## src/hdl/dll_rx_cfg.svh

```systemverilog
`ifndef DLL_RX_CFG_SVH
`define DLL_RX_CFG_SVH

// --------------------------------------------------
// link layer widths
// --------------------------------------------------
`define DLL_PIPE_W      256         // one PIPE beat
`define DLL_CREDIT_W    12          // credit counters
`define DLL_SEQ_W       12          // tlp sequence number, wraps at 4096
`define DLL_HDR_W       128         // header handed to the transaction layer

// --------------------------------------------------
// framing and crc
// --------------------------------------------------
`define DLL_DLLP_TOKEN  16'hACF0    // bits 15:0 of a dllp beat
`define DLL_CRC_POLY    16'h100B
`define DLL_CRC_INIT    16'hFFFF    // crc seed

`endif

```

## src/hdl/dll_rx_pkg.sv

```systemverilog
`default_nettype none

`include "dll_rx_cfg.svh"

package dll_rx_pkg;

    // --------------------------------------------------
    // input stream
    // --------------------------------------------------
    typedef struct packed {
        logic                    valid;
        logic [`DLL_PIPE_W-1:0]  data;
    } pipe_beat_t;

    // --------------------------------------------------
    // dllp decode
    // --------------------------------------------------
    typedef enum logic [1:0] {
        FC_P   = 2'd0,
        FC_NP  = 2'd1,
        FC_CPL = 2'd2
    } fc_class_e;

    // class index sits in bits 5:4 of the fc codes
    typedef enum logic [7:0] {
        DLLP_ACK         = 8'h00,
        DLLP_NAK         = 8'h10,
        DLLP_INITFC1_P   = 8'h40,
        DLLP_INITFC1_NP  = 8'h50,
        DLLP_INITFC1_CPL = 8'h60,
        DLLP_INITFC2_P   = 8'hC0,
        DLLP_INITFC2_NP  = 8'hD0,
        DLLP_INITFC2_CPL = 8'hE0,
        DLLP_UPDFC_P     = 8'h80,
        DLLP_UPDFC_NP    = 8'h90,
        DLLP_UPDFC_CPL   = 8'hA0
    } dllp_type_e;

    typedef struct packed {
        logic                   valid;
        dllp_type_e             dtype;
        logic [7:0]             hdr_credit;
        logic [`DLL_SEQ_W-1:0]  data_field;     // data credit or ack/nak seq
    } dllp_evt_t;

    // --------------------------------------------------
    // link status
    // --------------------------------------------------
    typedef struct packed {
        logic [`DLL_CREDIT_W-1:0]  hdr;
        logic [`DLL_CREDIT_W-1:0]  data;
    } fc_credit_t;

    typedef struct packed {
        fc_credit_t  lim_p;
        fc_credit_t  lim_np;                    // data part stays zero
        fc_credit_t  lim_cpl;
        fc_credit_t  cons_p;
        fc_credit_t  cons_np;                   // data part stays zero
        fc_credit_t  cons_cpl;
    } fc_status_t;

    typedef struct packed {
        logic                   ack;
        logic                   nak;
        logic [`DLL_SEQ_W-1:0]  seq;
    } acknak_t;

    typedef struct packed {
        logic                   valid;
        logic [`DLL_HDR_W-1:0]  hdr;
    } tl_hdr_t;

endpackage

`default_nettype wire

```

## src/hdl/dllp_rx.sv

```systemverilog
`default_nettype none
`timescale 1ns/1ps

`include "dll_rx_cfg.svh"

module dllp_rx (
    input  wire                          sclk,
    input  wire                          srst_n,
    input  wire dll_rx_pkg::pipe_beat_t  beat_i,     // valid already qualified by top
    output dll_rx_pkg::dllp_evt_t        evt_o
);
    import dll_rx_pkg::*;

    logic                   beat_vld_q;
    logic [63:16]           dllp_q;                 // body and crc
    logic [15:0]            crc_calc;
    logic                   crc_ok;

    logic                   evt_vld_q;
    dllp_type_e             type_q;
    logic [7:0]             hdr_cr_q;
    logic [`DLL_SEQ_W-1:0]  data_q;

    // msb-first crc-16 over the 32-bit body
    function automatic logic [15:0] crc16_body(input logic [31:0] body);
        logic [15:0] crc;
        crc = `DLL_CRC_INIT;
        for (int i = 31; i >= 0; i--) begin
            if (crc[15] ^ body[i]) begin
                crc = {crc[14:0], 1'b0} ^ `DLL_CRC_POLY;
            end else begin
                crc = {crc[14:0], 1'b0};
            end
        end
        return crc;
    endfunction

    // --------------------------------------------------
    // stage one: capture
    // --------------------------------------------------
    always_ff @(posedge sclk) begin
        if (!srst_n) begin
            beat_vld_q <= 1'b0;
        end else begin
            beat_vld_q <= beat_i.valid;
        end
    end

    always_ff @(posedge sclk) begin
        if (beat_i.valid) begin
            dllp_q <= beat_i.data[63:16];
        end
    end

    // --------------------------------------------------
    // stage two: crc check and decode
    // --------------------------------------------------
    always_comb begin
        crc_calc = crc16_body(dllp_q[47:16]);
        crc_ok   = (dllp_q[63:48] == ~crc_calc);    // received crc is inverted
    end

    always_ff @(posedge sclk) begin
        if (!srst_n) begin
            evt_vld_q <= 1'b0;
        end else begin
            evt_vld_q <= beat_vld_q && crc_ok;      // one pulse per good dllp
        end
    end

    always_ff @(posedge sclk) begin
        if (beat_vld_q) begin
            type_q   <= dllp_type_e'(dllp_q[23:16]);            // unknown codes kept
            hdr_cr_q <= {dllp_q[29:24], dllp_q[39:38]};
            data_q   <= {dllp_q[35:32], dllp_q[47:40]};
        end
    end

    assign evt_o = '{valid:      evt_vld_q,
                     dtype:      type_q,
                     hdr_credit: hdr_cr_q,
                     data_field: data_q};

endmodule

`default_nettype wire

```

## src/hdl/fc_credit_store.sv

```systemverilog
`default_nettype none
`timescale 1ns/1ps

`include "dll_rx_cfg.svh"

module fc_credit_store (
    input  wire                          sclk,
    input  wire                          srst_n,
    input  wire dll_rx_pkg::dllp_evt_t   evt_i,
    output dll_rx_pkg::fc_status_t       fc_o,
    output logic [2:0]                   fc_update_o,        // p, np, cpl at bits 0, 1, 2
    output logic                         init1_received_o,
    output logic                         init2_received_o,
    output dll_rx_pkg::acknak_t          acknak_o
);
    import dll_rx_pkg::*;

    fc_class_e   cls;
    fc_credit_t  cred;
    fc_status_t  fc_q;
    logic [2:0]  init1_q;
    logic [2:0]  init2_q;
    logic [2:0]  upd_q;
    acknak_t     acknak_q;

    // --------------------------------------------------
    // event fields
    // --------------------------------------------------
    always_comb begin
        cls       = fc_class_e'(evt_i.dtype[5:4]);
        cred.hdr  = {{(`DLL_CREDIT_W-8){1'b0}}, evt_i.hdr_credit};
        cred.data = (cls == FC_NP) ? '0 : evt_i.data_field;   // np has no data credit
    end

    // --------------------------------------------------
    // registers
    // --------------------------------------------------
    always_ff @(posedge sclk) begin
        if (!srst_n) begin
            fc_q     <= '0;
            init1_q  <= '0;
            init2_q  <= '0;
            upd_q    <= '0;
            acknak_q <= '0;
        end else begin
            upd_q        <= '0;                     // pulses last one cycle
            acknak_q.ack <= 1'b0;
            acknak_q.nak <= 1'b0;
            if (evt_i.valid) begin
                case (evt_i.dtype)
                    DLLP_INITFC1_P, DLLP_INITFC1_NP, DLLP_INITFC1_CPL: begin
                        init1_q[cls] <= 1'b1;
                        case (cls)
                            FC_P:    fc_q.lim_p   <= cred;
                            FC_NP:   fc_q.lim_np  <= cred;
                            default: fc_q.lim_cpl <= cred;
                        endcase
                    end
                    DLLP_INITFC2_P, DLLP_INITFC2_NP, DLLP_INITFC2_CPL: begin
                        init2_q[cls] <= 1'b1;
                    end
                    DLLP_UPDFC_P, DLLP_UPDFC_NP, DLLP_UPDFC_CPL: begin
                        upd_q[cls] <= 1'b1;
                        case (cls)
                            FC_P:    fc_q.cons_p   <= cred;
                            FC_NP:   fc_q.cons_np  <= cred;
                            default: fc_q.cons_cpl <= cred;
                        endcase
                    end
                    DLLP_ACK: begin
                        acknak_q.ack <= 1'b1;
                        acknak_q.seq <= evt_i.data_field;
                    end
                    DLLP_NAK: begin
                        acknak_q.nak <= 1'b1;
                        acknak_q.seq <= evt_i.data_field;
                    end
                    default: begin
                        // unsupported type, dropped
                    end
                endcase
            end
        end
    end

    assign fc_o             = fc_q;
    assign fc_update_o      = upd_q;
    assign init1_received_o = &init1_q;             // all three classes seen
    assign init2_received_o = &init2_q;
    assign acknak_o         = acknak_q;

endmodule

`default_nettype wire

```

## src/hdl/tlp_seq_check.sv

```systemverilog
`default_nettype none
`timescale 1ns/1ps

`include "dll_rx_cfg.svh"

module tlp_seq_check (
    input  wire                          sclk,
    input  wire                          srst_n,
    input  wire dll_rx_pkg::pipe_beat_t  beat_i,     // valid already qualified by top
    output logic [`DLL_SEQ_W-1:0]        next_rcv_seq_o,
    output logic                         nak_scheduled_o,
    output dll_rx_pkg::tl_hdr_t          hdr_o
);

    logic                   beat_vld_q;
    logic [`DLL_SEQ_W-1:0]  rx_seq_q;
    logic [`DLL_HDR_W-1:0]  rx_hdr_q;
    logic                   seq_match;

    logic [`DLL_SEQ_W-1:0]  next_seq_q;
    logic                   nak_q;
    logic                   hdr_vld_q;
    logic [`DLL_HDR_W-1:0]  hdr_q;

    // --------------------------------------------------
    // stage one: capture
    // --------------------------------------------------
    always_ff @(posedge sclk) begin
        if (!srst_n) begin
            beat_vld_q <= 1'b0;
        end else begin
            beat_vld_q <= beat_i.valid;
        end
    end

    always_ff @(posedge sclk) begin
        if (beat_i.valid) begin
            rx_seq_q <= {beat_i.data[19:16], beat_i.data[31:24]};
            rx_hdr_q <= beat_i.data[159:32];
        end
    end

    // --------------------------------------------------
    // stage two: sequence check
    // --------------------------------------------------
    always_comb begin
        seq_match = (rx_seq_q == next_seq_q);
    end

    always_ff @(posedge sclk) begin
        if (!srst_n) begin
            next_seq_q <= '0;
            nak_q      <= 1'b0;
            hdr_vld_q  <= 1'b0;
        end else begin
            hdr_vld_q <= beat_vld_q && seq_match;
            if (beat_vld_q) begin
                if (seq_match) begin
                    next_seq_q <= next_seq_q + 1'b1;    // wraps at 4096
                    nak_q      <= 1'b0;
                end else begin
                    nak_q      <= 1'b1;                 // held until next good tlp
                end
            end
        end
    end

    always_ff @(posedge sclk) begin
        if (beat_vld_q && seq_match) begin
            hdr_q <= rx_hdr_q;
        end
    end

    assign next_rcv_seq_o  = next_seq_q;
    assign nak_scheduled_o = nak_q;
    assign hdr_o           = '{valid: hdr_vld_q, hdr: hdr_q};

endmodule

`default_nettype wire

```

## src/hdl/dll_rx_top.sv

```systemverilog
`default_nettype none
`timescale 1ns/1ps

`include "dll_rx_cfg.svh"

module dll_rx_top (
    input  wire                          sclk,
    input  wire                          srst_n,
    input  wire dll_rx_pkg::pipe_beat_t  pipe_i,
    output dll_rx_pkg::fc_status_t       fc_o,
    output logic [2:0]                   fc_update_o,
    output logic                         init1_received_o,
    output logic                         init2_received_o,
    output dll_rx_pkg::acknak_t          acknak_o,
    output logic [`DLL_SEQ_W-1:0]        next_rcv_seq_o,
    output logic                         nak_scheduled_o,
    output dll_rx_pkg::tl_hdr_t          tl_hdr_o
);
    import dll_rx_pkg::*;

    logic        is_dllp;
    logic        is_tlp;
    pipe_beat_t  dllp_beat;
    pipe_beat_t  tlp_beat;
    dllp_evt_t   dllp_evt;

    // --------------------------------------------------
    // beat routing
    // --------------------------------------------------
    always_comb begin
        is_dllp = pipe_i.valid && (pipe_i.data[15:0] == `DLL_DLLP_TOKEN);
        is_tlp  = pipe_i.valid && !is_dllp && (pipe_i.data[3:0] == 4'hF);  // header-only tlp

        dllp_beat = '{valid: is_dllp, data: pipe_i.data};
        tlp_beat  = '{valid: is_tlp,  data: pipe_i.data};
    end

    // --------------------------------------------------
    // dllp path
    // --------------------------------------------------
    dllp_rx u_dllp_rx (
        .sclk   (sclk),
        .srst_n (srst_n),
        .beat_i (dllp_beat),
        .evt_o  (dllp_evt)
    );

    fc_credit_store u_fc_credit_store (
        .sclk             (sclk),
        .srst_n           (srst_n),
        .evt_i            (dllp_evt),
        .fc_o             (fc_o),
        .fc_update_o      (fc_update_o),
        .init1_received_o (init1_received_o),
        .init2_received_o (init2_received_o),
        .acknak_o         (acknak_o)
    );

    // --------------------------------------------------
    // tlp path
    // --------------------------------------------------
    tlp_seq_check u_tlp_seq_check (
        .sclk            (sclk),
        .srst_n          (srst_n),
        .beat_i          (tlp_beat),
        .next_rcv_seq_o  (next_rcv_seq_o),
        .nak_scheduled_o (nak_scheduled_o),
        .hdr_o           (tl_hdr_o)
    );

endmodule

`default_nettype wire

```

## config.mk

```make
export PLATFORM = sky130hd
export DESIGN_NAME = dll_rx_top
export DESIGN_NICKNAME = d
export VERILOG_FILES = /design/src/hdl/dll_rx_pkg.sv /design/src/hdl/dllp_rx.sv /design/src/hdl/fc_credit_store.sv /design/src/hdl/tlp_seq_check.sv /design/src/hdl/dll_rx_top.sv
export VERILOG_INCLUDE_DIRS = /design/src /design/src/hdl
export SDC_FILE = /design/constraint.sdc
export NUM_CORES = 1
export LEC_CHECK = 0
export ABC_AREA = 0
export ABC_CLOCK_PERIOD_IN_PS = 25700
export BUFFER_PORTS_ARGS = -buffer_cell sky130_fd_sc_hd__buf_2
export CELL_PAD_IN_SITES_DETAIL_PLACEMENT = 0
export CELL_PAD_IN_SITES_GLOBAL_PLACEMENT = 1
export CORE_UTILIZATION = 30
export DETAILED_ROUTE_END_ITERATION = 7
export GPL_ROUTABILITY_DRIVEN = 1
export MAX_ROUTING_LAYER = met4
export PLACE_DENSITY = 0.59
export SKIP_LAST_GASP = 1
export SLEW_MARGIN = 40
export SYNTH_ARGS = -nofsm -noshare
export SYNTH_HDL_FRONTEND = slang
export SYNTH_SLANG_ARGS = --single-unit
```

## constraint.sdc

```tcl
create_clock -name sclk -period 25.7 [get_ports sclk]
set_input_delay 6.425 -clock sclk [delete_from_list [all_inputs] [get_ports sclk]]
set_output_delay 6.425 -clock sclk [all_outputs]
set_load 0.05 [all_outputs]
```

=== After elaboration in Yosys (flattened, before gate mapping) ===
Cells that the tools add are included.

* Bitwise gates (word level): 66
* Equality and inequality tests: 15
* Mux-type cells: 38
* Reductions and logical operators: 28
* Magnitude comparators: 2
* Add/subtract/negate cells: 1

{| class="wikitable"
|+ Operators by type and width
! kind !! number
|-
| 13-bit 2-to-1 mux || 32
|-
| 4-bit NOT || 31
|-
| 8-bit equality test, second input constant || 6
|-
| 1-bit bitwise XOR || 28
|-
| 3-bit AND reduction || 9
|-
| 8-bit by 7-bit equality test with 1-bit output, second input constant || 3
|-
| 16-bit equality test || 1
|-
| 16-bit equality test, second input constant || 1
|-
| 16-bit NOT || 1
|-
| 12-bit by 1-bit adder with 12-bit output, second input constant || 1
|-
| 12-bit equality test || 1
|-
| 12-bit 2-to-1 mux || 1
|-
| 2-bit AND reduction || 5
|-
| 3-bit OR reduction || 3
|-
| 8-bit by 5-bit equality test with 1-bit output, second input constant || 1
|-
| 8-bit zero test || 1
|-
| 1-bit logical AND || 6
|-
| 3-bit OR || 2
|-
| 4-bit equality test, second input constant || 1
|-
| 1-bit 2-to-1 mux || 4
|-
| 2-bit OR reduction || 2
|-
| 2-bit by 3-bit < comparator with 1-bit output, second input constant || 1
|-
| 1-bit bitwise XOR, first input constant || 3
|-
| 1-bit demux with 2-bit select || 1
|-
| 5 further kinds || 5
|}

* Output and inout port bits: 305
* Bits of input ports: 259
* Word-level logic and storage cells: 181
* Register bits after elaboration: 504

=== Logic depth before layout (Yosys ltp) ===
* Depth in word-level cells: 66
* Mapped depth: 9
* Gate-level depth less buffers: 8

=== Cells and area by module ===
From an unflattened synthesis, not the netlist that was laid out.

* Cell total of the unflattened synthesis: 1121
* Area, all modules: 18337.6 µm²

{| class="wikitable"
|+ Modules (own cells, without submodules)
! module !! sequential area each (µm²) !! instances !! area an instance (µm²) !! cells each
|-
| tlp_seq_check || 8348.0 || 1 || 9044.9 || 376
|-
| fc_credit_store || 2862.7 || 1 || 5247.5 || 519
|-
| dllp_rx || 2322.2 || 1 || 3971.3 || 216
|-
| dll_rx_top || 0.0 || 1 || 73.8 || 10
|}

=== Worst setup path before layout ===
No wires, ideal clock.

* Path kind: register to register
* Start point: register u_tlp_seq_check.next_seq_q[3] (netlist: u_tlp_seq_check.next_rcv_seq_o[3])
* End point: register u_tlp_seq_check.next_seq_q[8] (netlist: u_tlp_seq_check.next_rcv_seq_o[8])
* Cell stages (with the launch flop): 10
* Period minus slack after synthesis: 16.425 ns
* Data arrival time: 16.310 ns
* Slack: 9.275 ns
* Buffers on the path: 1
* Required time: 25.585 ns
* Setup time: 0.115 ns
* Cells stage by stage: dfxtp_1 clkbuf_1 xnor2_1 nand3_1 nor4_1 nand2_1 nor3_1 nand2_1 xnor2_1 and2_1

* Cells in the longest elaborated chain, start to end: 2
* Elaborated cells between the ends (all ways): 3
* Those cells by class: 1 x add/sub; 1 x eq/ne; 1 x reduce/logical

{| class="wikitable"
|+ RTL lines
! what !! RTL line !! source
|-
| start: declaration || tlp_seq_check.sv:20 || <nowiki>logic [`DLL_SEQ_W-1:0] next_seq_q;</nowiki>
|-
| start signal: assignment || tlp_seq_check.sv:59 || <nowiki>next_seq_q <= next_seq_q + 1'b1;</nowiki>
|-
| branches (longest 2 deep; another with 12-bit by 1-bit adder with 12-bit output) || - ||
|}

Several ways; the timed one is not identified.
A chain may end at the register's enable or synchronous reset.

=== Final worst setup path ===
* Start point: register u_tlp_seq_check.next_seq_q[0] (netlist: u_tlp_seq_check.next_rcv_seq_o[0])
* End point: output next_rcv_seq_o[0]

{| class="wikitable"
|+ RTL lines
! what !! RTL line !! source
|-
| end: declaration || dll_rx_top.sv:15 || <nowiki>output logic [`DLL_SEQ_W-1:0] next_rcv_seq_o,</nowiki>
|}

No word-level cell between the ends.

==> results_dict.tcl <==
set metrics [dict create \
    status "completed" \
    path_max_fanout 5 \
    dr.first_iter.drc_count 421 \
    dpl.hpwl_um 31200 \
    switching_share_pct 19.7 \
    cp-start-kind "flip-flop" \
    port_buffers 443 \
    postCtsHoldBufs 0 \
    cp-end-kind "primary output" \
    final_common_cell "buf_2" \
    ys_types 44 \
    post-cts-setup-buffers 0 \
    whs_ns 0.414 \
    grt_pass1_wl_um 65300 \
    drt_pass1_iterations 4 \
    hold_depth 0 \
    start_util_pct 30.5 \
    grt_pass1_vias 10500 \
    crit_family "flip-flops" \
    clock_sinks 504 \
    grt_use_total_pct 15.1 \
    post-route-util_pct 39.2 \
    wirelength_um 44900 \
    cts.repair.resized 0 \
    grt_antenna_before_repair 6 \
    r2r-start "u_dllp_rx.dllp_q[44]" \
    cts_buffer_depth 3 \
    cellPowerDensity_nw_per_um2 76.4 \
    cp.arrival_ns 1.40 \
    power_frac_clock_pct 48.3 \
    crit_slowest_cell "dfxtp_1" \
    post_dp_cell_area_um2 20800 \
    die_x_um 245 \
    reg2reg_slack_ns 22.01 \
    internal_power_w 0.00139 \
    max_freq_mhz 128 \
    finalSetupViolCount 0 \
    crit_type "flip-flop to primary output" \
    die_area_um2 60000 \
    hold_class "flip-flop to flip-flop" \
    place.gp.congestion 0.776 \
    grt_max_degree 135 \
    synth_edf_count 344 \
    leakagePower_nw 9.01 \
    async_flop_share_pct 0 \
    clk_latency_ns 0.59 \
    synth_compound_area_share_pct 2.53 \
    seq_area_frac_synth_pct 76.4 \
    synthCells 1137 \
    pwr-share-seq_pct 50.0 \
    layout-drive-gt1-share_pct 34.6 \
    reg2regPathDepth 8 \
    ys_warn_count 0 \
    switchingPower_w 0.000342 \
    max_stage_delay_ns 0.49 \
    final_max_slew_viol_count 0 \
    crit_buf_inv 1 \
    synth-xor-area-share_pct 9.32 \
    synthFlopType "edfxtp_1" \
    peakVddDrop_mv 0.0581 \
    synth_top_family_by_area "XOR/XNOR gates" \
    cp_cell_sequence "buf_2" \
    postLayoutCellArea_um2 22700 \
    num_rows 88 \
    viasPerCell 4.25 \
    syn_area_um2 17700 \
    cts_buffers 55 \
    synthSimpleGateAreaFrac_pct 7.82 \
    die_y_um 245 \
    gr-total-overflow 0 \
    skew_ns 0.0138 \
    area_growth_syn_to_layout_pct 28.3 \
    p_total_w 0.00174 \
    fp.coreArea_um2 58000 \
    clkTransAtPathRegs_ns 0.06 \
    yosys.area_share.adder_pct 0.0706 \
    timing.final.crit_share_pct 30.5 \
    yosys-mux-area-fraction_pct 1.75 \
    fin_nets 1860 \
    hold_start "u_tlp_seq_check.rx_hdr_q[52]" \
    io_pins 564 \
    wl_per_cell_um 18.6 \
    clock-root-buffer "clkbuf_16" \
    vias 10300 \
    antenna_left 0 \
    ys_ff_latch 504 \
    synth_area_per_cell_um2 15.6 \
    drv_cap 0 \
    fin_crit_ns 7.83 \
    rsz0062_at_grt "false" \
    slew_headroom_pct 47.5 \
    cp_num_cells 1 \
    worstPathRequired_ns 19.27 \
    cts_tree "built" \
    drc 0 \
    final_cell_mix "buf_2, edfxtp_1, nand2_1" \
    pwr-share-comb_pct 1.7 \
    worst_pin_slew_ns 0.787 \
    tns_ns 0 \
    finalHoldViolCount 0 \
    htree_levels 2 \
    critPathLaunch "u_tlp_seq_check.next_rcv_seq_o[0]" \
]
-- synth_stat cells (all sizes together), types with 6 or more instances --
| cell type | n | area, um^2 |
|---|---|---|
| xor2 | 21 | 191 |
| xnor2 | 66 | 623 |
| nor2 | 60 | 225 |
| nand3 | 9 | 45.0 |
| xnor3 | 33 | 764 |
| and3 | 33 | 208 |
| nand4 | 7 | 43.8 |
| dfxtp | 160 | 3200 |
| mux2i | 31 | 310 |
| nor3 | 8 | 45.0 |
| clkbuf | 35 | 131 |
| buf | 34 | 229 |
| a21oi | 82 | 410 |
| and2 | 6 | 37.5 |
| edfxtp | 344 | 10300 |
| nand2 | 178 | 668 |
-- cells by family after synthesis --
kind of cell | after synthesis
xor gates and xnor gates | 123
and+or+nand+nor | 317
other | 1
muxes | 31
adders and majority gates | 1
DFF | 504
buffers and inverters | 73
AOI/OAI and AO/OA | 87
-- final timing paths --
path                                                  end
worst max-delay path                    next_rcv_seq_o[0]
worst min-delay path            u_tlp_seq_check.hdr_q[52]
worst max register to register        u_dllp_rx.evt_vld_q
worst min register to register  u_tlp_seq_check.hdr_q[52]
-- power by group through the flow --
stage                     combinational (W)  sequential (W)  clock [W]
after floorplan                   0.0000151        0.000886          0
after global placement            0.0000292        0.000885          0
after detailed placement          0.0000297        0.000886          0
after CTS                         0.0000298        0.000868   0.000864
after global routing              0.0000314        0.000868   0.000897
final                             0.0000289        0.000868   0.000839
-- through the flow --
stage | worst slack (ns) | cells
global placement | 17.31 | 2307
CTS | 17.81 | 2410
detailed placement | 17.34 | 2307
floorplan | 9.27 | 1160
global route | 17.80 | 2415
finish | 17.87 | 2416
-- sequential cells by signal (all words and copies together) (netlist names) --
register and flops:
u_dllp_rx.dllp_q 48, u_tlp_seq_check.beat_vld_q 1, u_tlp_seq_check.hdr_vld_q 1, u_dllp_rx.evt_vld_q 1, u_fc_credit_store.acknak_o 14, u_tlp_seq_check.rx_hdr_q 128
u_fc_credit_store.fc_o 120, u_dllp_rx.data_q 12, u_dllp_rx.type_q 8, u_tlp_seq_check.hdr_q 128, u_dllp_rx.beat_vld_q 1, u_fc_credit_store.init1_q 3
u_fc_credit_store.init2_q 3, u_fc_credit_store.fc_update_o 3, u_tlp_seq_check.next_rcv_seq_o 12, u_tlp_seq_check.nak_scheduled_o 1, u_dllp_rx.hdr_cr_q 8, u_tlp_seq_check.rx_seq_q 12
-- layer usage --
layer  routed length [um]  GRT usage [%]
met5                    0              -
met1                18900           18.2
met2                20800           23.4
met4                 1060           4.74
met3                 4220           5.53
-- area by class of cell --
cell class / count / area, um^2
fillers: 5547 / 35300
repair buffers: 452 / 2330
inverters: 4 / 17.5
diodes: 5 / 12.5
flip-flops and latches: 504 / 13500
well taps: 765 / 957
multi-input cells: 583 / 3950
clock buffers: 71 / 1530
clock inverters: 32 / 408
(Power assumes the default switching activity.)
